--- config.mk ---
export PLATFORM = sky130hd
export DESIGN_NAME = word_cache_flat
export DESIGN_NICKNAME = d
export VERILOG_FILES = /design/src/design/rvga_pkg.sv /design/src/design/rvga_membus_if.sv /design/src/design/word_cache.sv /design/src/flat_wrapper.sv
export SDC_FILE = /design/constraint.sdc
export NUM_CORES = 2
export LEC_CHECK = 0
export BUFFER_PORTS_ARGS = -buffer_cell sky130_fd_sc_hd__buf_2
export CAP_MARGIN = 15
export CORE_MARGIN = 5
export CORE_UTILIZATION = 60
export CTS_CLUSTER_DIAMETER = 30
export CTS_CLUSTER_SIZE = 8
export DETAILED_ROUTE_END_ITERATION = 7
export GPL_ROUTABILITY_DRIVEN = 0
export PLACE_DENSITY_LB_ADDON = 0.12
export SLEW_MARGIN = 5
export SYNTH_ARGS = -nofsm -noshare
export SYNTH_HDL_FRONTEND = slang
export SYNTH_SLANG_ARGS = --single-unit
--- constraint.sdc ---
create_clock -name clk -period 7.55 [get_ports clk]
set_input_delay 0.755 -clock clk [delete_from_list [all_inputs] [get_ports clk]]
set_output_delay 0.755 -clock clk [all_outputs]
set_load 0.01 [all_outputs]
--- src/design/rvga_pkg.sv ---
`default_nettype none

package rvga_pkg;

  //////////////////////////////
  // geometry

  localparam int WORD_W      = 32;
  localparam int LINE_WORDS  = 8;
  localparam int LINE_W      = WORD_W * LINE_WORDS;
  localparam int CACHE_LINES = 8;
  localparam int MEM_LINES   = 64;   // 2 KB of backing store.
  localparam int MEM_LATENCY = 4;    // busy cycles before resp.

  localparam int BYTE_OFF_W = $clog2(WORD_W / 8);
  localparam int WORD_OFF_W = $clog2(LINE_WORDS);
  localparam int LINE_OFF_W = WORD_OFF_W + BYTE_OFF_W;
  localparam int INDEX_W    = $clog2(CACHE_LINES);
  localparam int TAG_W      = WORD_W - INDEX_W - LINE_OFF_W;
  localparam int MEM_IDX_W  = $clog2(MEM_LINES);
  localparam int MEM_LAT_W  = $clog2(MEM_LATENCY + 1);

  //////////////////////////////
  // fsm state codes

  localparam logic [1:0] MEM_IDLE    = 2'd0;
  localparam logic [1:0] MEM_BUSY    = 2'd1;
  localparam logic [1:0] MEM_RESPOND = 2'd2;

  localparam logic [1:0] CACHE_LOOKUP    = 2'd0;
  localparam logic [1:0] CACHE_WRITEBACK = 2'd1;
  localparam logic [1:0] CACHE_FILL      = 2'd2;
  localparam logic [1:0] CACHE_RESPOND   = 2'd3;

  typedef logic [WORD_W-1:0] rvga_word;
  typedef logic [LINE_W-1:0] rvga_cacheline;

  // same word, seen raw by the bus and split by the cache.
  typedef union packed {
    rvga_word raw;
    struct packed {
      logic [TAG_W-1:0]      tag;
      logic [INDEX_W-1:0]    index;
      logic [WORD_OFF_W-1:0] word_off;
      logic [BYTE_OFF_W-1:0] byte_off;
    } f;
  } rvga_addr_t;

endpackage

`default_nettype wire

--- src/design/rvga_membus_if.sv ---
`default_nettype none

interface rvga_membus_if ();
  import rvga_pkg::*;

  logic          read_i;
  logic          write_i;
  rvga_word      addr_i;    // line aligned.
  rvga_cacheline wdata_i;
  rvga_cacheline rdata_o;
  logic          resp_o;    // one cycle pulse.

  modport master (
    output read_i, write_i, addr_i, wdata_i,
    input  rdata_o, resp_o
  );

  modport slave (
    input  read_i, write_i, addr_i, wdata_i,
    output rdata_o, resp_o
  );

endinterface

`default_nettype wire

--- src/design/word_cache.sv ---
`default_nettype none

module word_cache (
  input  logic                 clk,
  input  logic                 rst_i,
  input  logic                 read_i,
  input  logic                 write_i,
  input  rvga_pkg::rvga_word   addr_i,
  input  rvga_pkg::rvga_word   wdata_i,
  output rvga_pkg::rvga_word   rdata_o,
  output logic                 resp_o,
  rvga_membus_if.master        mem
);
  import rvga_pkg::*;

  rvga_cacheline          data_q [CACHE_LINES];
  logic [TAG_W-1:0]       tag_q  [CACHE_LINES];
  logic [CACHE_LINES-1:0] valid_q;
  logic [CACHE_LINES-1:0] dirty_q;
  logic [1:0]             state_q;
  logic                   mem_read_q;
  logic                   mem_write_q;
  rvga_word               rdata_q;

  rvga_addr_t             req;
  logic [INDEX_W-1:0]     idx;
  logic                   req_valid;
  logic                   hit;
  logic                   lookup_hit;
  logic                   fill_done;
  rvga_cacheline          cur_line;
  rvga_word               victim_addr;
  rvga_word               fill_addr;

  //////////////////////////////
  // decode

  assign req.raw     = addr_i;
  assign idx         = req.f.index;
  assign req_valid   = read_i || write_i;
  assign cur_line    = data_q[idx];
  assign hit         = valid_q[idx] && (tag_q[idx] == req.f.tag);
  assign lookup_hit  = (state_q == CACHE_LOOKUP) && req_valid && hit;
  assign fill_done   = (state_q == CACHE_FILL) && mem.resp_o;
  assign victim_addr = {tag_q[idx], idx, LINE_OFF_W'(0)};
  assign fill_addr   = {req.f.tag, idx, LINE_OFF_W'(0)};

  assign mem.read_i  = mem_read_q;
  assign mem.write_i = mem_write_q;
  assign mem.addr_i  = (state_q == CACHE_WRITEBACK) ? victim_addr : fill_addr;
  assign mem.wdata_i = cur_line;     // victim line during write-back.

  assign rdata_o = rdata_q;
  assign resp_o  = (state_q == CACHE_RESPOND);

  //////////////////////////////
  // control

  always_ff @(posedge clk) begin
    if (rst_i) begin
      state_q     <= CACHE_LOOKUP;
      mem_read_q  <= 1'b0;
      mem_write_q <= 1'b0;
      valid_q     <= '0;
      dirty_q     <= '0;
    end else begin
      case (state_q)
        CACHE_LOOKUP: begin
          if (req_valid) begin
            if (hit) begin
              state_q <= CACHE_RESPOND;
              if (write_i) begin
                dirty_q[idx] <= 1'b1;
              end
            end else if (valid_q[idx] && dirty_q[idx]) begin
              state_q     <= CACHE_WRITEBACK;
              mem_write_q <= 1'b1;
            end else begin
              state_q <= CACHE_FILL;
            end
          end
        end
        CACHE_WRITEBACK: begin
          if (mem.resp_o) begin
            mem_write_q <= 1'b0;
            state_q     <= CACHE_FILL;   // bus idles one cycle first.
          end
        end
        CACHE_FILL: begin
          if (mem.resp_o) begin
            mem_read_q   <= 1'b0;
            valid_q[idx] <= 1'b1;
            dirty_q[idx] <= 1'b0;
            state_q      <= CACHE_LOOKUP; // retry as a hit.
          end else begin
            mem_read_q <= 1'b1;
          end
        end
        CACHE_RESPOND: begin
          state_q <= CACHE_LOOKUP;
        end
        default: begin
          state_q <= CACHE_LOOKUP;
        end
      endcase
    end
  end

  //////////////////////////////
  // data and tags

  always_ff @(posedge clk) begin
    if (lookup_hit) begin
      if (write_i) begin
        data_q[idx][req.f.word_off*WORD_W +: WORD_W] <= wdata_i;
      end else begin
        rdata_q <= cur_line[req.f.word_off*WORD_W +: WORD_W];
      end
    end
    if (fill_done) begin
      data_q[idx] <= mem.rdata_o;
      tag_q[idx]  <= req.f.tag;
    end
  end

endmodule

`default_nettype wire

--- src/flat_wrapper.sv ---
// flat-port wrapper written by rule: the top's interface ports become plain ports
module word_cache_flat import rvga_pkg::*;
  (clk, rst_i, read_i, write_i, addr_i, wdata_i, rdata_o, resp_o, mem_read_i, mem_write_i, mem_addr_i, mem_wdata_i, mem_rdata_o, mem_resp_o);
  rvga_membus_if mem_i ();
  input  logic clk;
  input  logic rst_i;
  input  logic read_i;
  input  logic write_i;
  input  rvga_pkg::rvga_word addr_i;
  input  rvga_pkg::rvga_word wdata_i;
  output rvga_pkg::rvga_word rdata_o;
  output logic resp_o;
  output wire logic [$bits(mem_i.read_i)-1:0] mem_read_i;
  output wire logic [$bits(mem_i.write_i)-1:0] mem_write_i;
  output wire logic [$bits(mem_i.addr_i)-1:0] mem_addr_i;
  output wire logic [$bits(mem_i.wdata_i)-1:0] mem_wdata_i;
  input wire logic [$bits(mem_i.rdata_o)-1:0] mem_rdata_o;
  input wire logic [$bits(mem_i.resp_o)-1:0] mem_resp_o;
  assign mem_read_i = mem_i.read_i;
  assign mem_write_i = mem_i.write_i;
  assign mem_addr_i = mem_i.addr_i;
  assign mem_wdata_i = mem_i.wdata_i;
  assign mem_i.rdata_o = mem_rdata_o;
  assign mem_i.resp_o = mem_resp_o;
  word_cache u_core (.clk(clk), .rst_i(rst_i), .read_i(read_i), .write_i(write_i), .addr_i(addr_i), .wdata_i(wdata_i), .rdata_o(rdata_o), .resp_o(resp_o), .mem(mem_i));
endmodule
After elaboration in Yosys (flattened, before gate mapping). Memory sizes are Yosys's and may differ from the RTL's. Index checks and enable logic that the tools add are counted.

Add/sub/neg operators: 1. $lt $le $gt $ge: 2. Equal/unequal tests: 11. Shift operators: 3. Muxes and demuxes: 285. Bitwise logic cells: 261. Reduce and logical (&&, ||, !) cells: 15.

Operator list (count): 1-bit two-way mux (268); 256-bit two-way mux (1); 1-bit OR (256); 32-bit by 34-bit variable shift with 256-bit output, first input constant (1); 256-bit by 9-bit indexed part select with 32-bit output (1); 32-bit by 34-bit indexed part select with 256-bit output (1); 8-bit negation with 34-bit output (1); 32-bit two-way mux (1); 8-bit two-way mux (4); 24-bit equality test (1); 8-bit OR (2); 8-bit one-hot mux with 2 select lines (1); 2-bit two-way mux (5); 2-bit inequality test, second input constant (5); 5-bit AND reduction (2); 8-bit AND (1); 8-bit NOT (1); 2-bit one-hot mux with 4 select lines (1); 1-bit binary-select mux with 3-bit select (2); 1-bit logical AND (6); 2-bit equality test, second input constant (2); 3-bit by 4-bit less-than comparator with 1-bit output, second input constant (1); 2-bit by 1-bit inequality test with 1-bit output, second input constant (2); 2-bit AND reduction (2); 9 further kinds (10).

Bits in registers: 52. Memory bits (writable): 2240. Input port bits: 325. Output and inout bits: 323. Memories: 2.

Memory list: u_core.data_q (depth 8, width 256, read ports 1, clocked after memory_dff 0, write ports 1, RTL line word_cache.sv:16) `rvga_cacheline data_q [CACHE_LINES];`; u_core.tag_q (depth 8, width 24, read ports 1, clocked after memory_dff 0, write ports 1, RTL line word_cache.sv:17) `logic [TAG_W-1:0] tag_q [CACHE_LINES];`.

Depth between registers and ports, before layout.
Word-level depth: 9. Depth in mapped cells: 12. Gate-level depth less buffers: 8.

Least setup slack after synthesis. No wires, ideal clock.

Path type: input -> register. Start point: input port addr_i[7]. End point: register u_core.rdata_q[0], in the netlist u_core.rdata_o[0] (enable). Library setup time: 513 ps. Arrival time: 6507 ps. Required time: 7037 ps. Slack: 530 ps. Cell stages on the path: 10. Buffers on the path: 4. Cell sequence: buf_2 -> buf_2 -> buf_2 -> buf_1 -> mux4_2 -> mux2i_1 -> xor2_1 -> nand2_1 -> or4b_2 -> nor4b_1.

Cells in the longest elaborated chain, start to end: 5.

RTL lines: start, declared (RTL line flat_wrapper.sv:9) `input rvga_pkg::rvga_word addr_i;`; memory read 8 x 24 bit / 1-bit binary-select mux with 3-bit select (equally long branches); 24-bit equality test / 1-bit two-way mux (equally long branches) (RTL line word_cache.sv:42) `assign hit = valid_q[idx] && (tag_q[idx] == req.f.tag);`; 1-bit logical AND * (RTL line word_cache.sv:42); 1-bit logical AND * (RTL line word_cache.sv:43) `assign lookup_hit = (state_q == CACHE_LOOKUP) && req_valid && hit;`; 2-bit AND reduction (no line) *; end signal, assigned (RTL line word_cache.sv:117) `rdata_q <= cur_line[req.f.word_off*WORD_W +: WORD_W];`; end, declared (RTL line word_cache.sv:23) `rvga_word rdata_q;`.

Every way passes the cells marked *; elsewhere a longest branch is shown, timed or not. The select of a mux whose other input is x is not followed. A chain may end at the register's enable or synchronous reset.

Final worst setup path.
Start point: input port addr_i[5]. End point: output port mem_wdata_i[164].

Cells in the longest elaborated chain, start to end: 1.

RTL lines: memory read 8 x 256 bit; end, declared (RTL line flat_wrapper.sv:16) `output wire logic [$bits(mem_i.wdata_i)-1:0] mem_wdata_i;`.

Every way passes these cells.

==> impl_metrics.ini <==
[clock_tree]
clkLatencyLatePin_ns = 0.97
cts_buffers = 432
h-tree-depth = 5
cts_hold_buf = 0
post_cts_buffers = 0
cts_root_buf = clkbuf_16
cts_tree = yes
cts_resized = 0
path_clk_slew_ns = 0.04
cts_sinks = 2292
cts_buffer_depth = 4

[die]
fp-row-count = 139
core_mm2 = 0.144
die_area_mm2 = 0.153
io_pins = 648
die_x_um = 391
die_h_um = 391
initial_core_util_pct = 60.6

[status]
status = finished clean

[route]
drcViolationCount = 0
post_drt_wl_per_cell_um = 39.0
drt_iter0_drc = 9464
vias = 58300
vias_per_cell = 7.24
ant_nets = 0
wirelength_um = 314000
dr.pass1.iters = 6

[sta]
timing.final.ws_setup_ns = 1.77
fin_tns_setup_ns = 0
rsz0062_at_grt = false
fin_crit_sh_pct = 76.5
hold_viol_final = 0
setup_viol = 0
period_minus_slack_ns = 5.78
tightest_slew_ns = 1.31
finalMaxSlewViolations = 0
maxSlewHeadroom_pct = 12.2
fin_skew_ns = 0.0804
max_freq_mhz = 173

[placed_design]
numPortBuffers = 640
dp_hpwl_um = 190000
dp_worst_setup_slack_ns = 2.02

[yosys]
synth-seq-cells = 2292
ys_warn_count = 0
synth-main-ff-cell = edfxtp_1
seq_area_frac_synth_pct = 78.7
synth_cells = 4906
synth_cell_types = 56
yosysTopAreaCell = edfxtp_1
syn-cell-area_mm2 = 0.0872
syn_avg_cell_area_um2 = 17.8
synth_edf_count = 2272
synth_top_area_share_pct = 78.2
ys_top_cells_by_area = edfxtp_1 (78%), a22oi_1 (7.8%), mux4_2 (2.2%), a22o_1 (2.1%), nand4_1 (1.7%)
postSynth.asyncResetShare_pct = 0

[grt]
grt_util_all_layers_pct = 40.4
antenna_found_initial = 44
grt_pass1_vias = 56300
grt_max_degree = 129
grt_first_pass_wirelength_um = 429000
grt_overflow = 0

[setup_path]
rr_startpoint = u_core.tag_q[3][15]
endpoint_kind = output pin
cp-start-kind = input pin
path_class = input pin to output pin
crit_required_ns = 6.80
cp_data_arrival_time_ns = 5.02
critPathLaunch = addr_i[5]
crit_fanout = 40

[final_layout]
multi_input_area_mm2 = 0.0180
final_common_cell = edfxtp_1
areaGrowthSynthToFinish_pct = 24.0
layout_common_cells = edfxtp_1 (2272), a22oi_1 (903), buf_2 (638), clkbuf_16 (440), nand4_1 (232)
seq_area_mm2 = 0.0686
layout-drive-gt1-share_pct = 27.9
fill_cells = 8230
nets = 6147

[job]
drv_cap = 0

[pwr]
p_total_mw = 34.3
total_leakage_power_nw = 38.6
power_density_mw_per_mm2 = 317
ir_drop_mv = 0.254

[hold_path]
hold_class = input pin to register
min-delay-start = addr_i[27]
-- cells by family after synthesis --
group,Yosys count,share of synthesized area [%]
XOR/XNOR,10,0.100
other,1,0.00430
buffers and inverters,376,1.68
flip-flops,2292,78.7
adder cells (fa/ha/maj),5,0.0717
multiplexers,214,3.80
AO/OA/AOI/OAI,1439,12.2
AND/OR/NAND/NOR,569,3.41
-- report_power, final --
group / total [mW] / internal, mW / switching, mW
registers: 14.2 / 14.2 / 0.0200
logic: 1.91 / 0.495 / 1.41
clock network: 18.2 / 12.2 / 6.01
-- path summary, 6_finish.rpt --
kind | endpoint | slack, ns | cells past startpoint
max | mem_wdata_i[164] | 1.77 | 8
max reg2reg | u_core.data_q[4][77] | 3.33 | 9
min reg2reg | u_core.valid_q[5] | 0.46 | 2
min | u_core.tag_q[5][19] | 0.14 | 1
-- layer usage --
layer	vias to the layer above	track usage, %	wire (um)
li1	22700	-	-
met4	20	28.4	26300
met5	-	0.721	174
met2	5646	58.0	137000
met3	1050	14.7	50400
met1	28900	51.6	101000
-- cells in the mapped netlist (all sizes together), types with 2 or more instances --
library cell,n
xnor2,4
mux2,95
and2,6
nand2b,9
nor4b,4
a211oi,2
o22ai,26
inv,14
a21oi,78
a22o,209
a22oi,903
or3b,3
a32o,2
nand4,232
nor2,98
and3,3
a31oi,3
nand3b,2
buf,43
o32ai,6
nand4b,4
dfxtp,20
a221o,5
mux4,84
edfxtp,2272
o221ai,4
o31ai,14
nand3,21
or4,3
o22a,2
clkinv,2
ha,5
nor2b,6
mux2i,35
nor3,11
xor2,6
o21ai,115
nor4,7
nand2,144
or3,11
a222oi,2
a221oi,64
or2,2
clkbuf,317
-- worst max-delay path, cell delays in order --
cell,delay (ns)
buf_2,0.45
buf_4,0.38
nor2b_1,1.00
and2_4,0.79
buf_4,0.65
a22oi_1,0.17
nand4_1,0.49
buf_2,0.25
-- layout make-up --
type                            count  share of cell area [%]
Antenna cell                       38                  0.0879
Clock buffer                      514                    10.5
Clock inverter                    216                    2.17
Inverter                           16                  0.0625
Multi-Input combinational cell   2242                    16.6
Sequential cell                  2292                    63.5
Tap cell                         1903                    2.20
Timing Repair Buffer              833                    4.89
-- state kept, by name, indices dropped and copies added, names as in the netlist, named ones only --
name / flops
u_core.state_q: 2
u_core.tag_q: 192
u_core.mem.write_i: 1
u_core.data_q: 2048
u_core.mem.read_i: 1
u_core.valid_q: 8
u_core.rdata_o: 32
-- per-stage QoR --
step / instance area [um2] / utilization, % / hold WS [ns] / instances
floorplan: 87200 / - / 0.435 / 4910
global placement: 94300 / 65.5 / 0.445 / 7284
detailed placement: 94300 / 65.5 / 0.459 / 7284
CTS: 108000 / 75.0 / 0.0933 / 8014
global route: 108000 / 75.0 / 0.135 / 8020
finish: 108000 / 75.1 / 0.142 / 8054
Power figures use the tool's default switching activity.
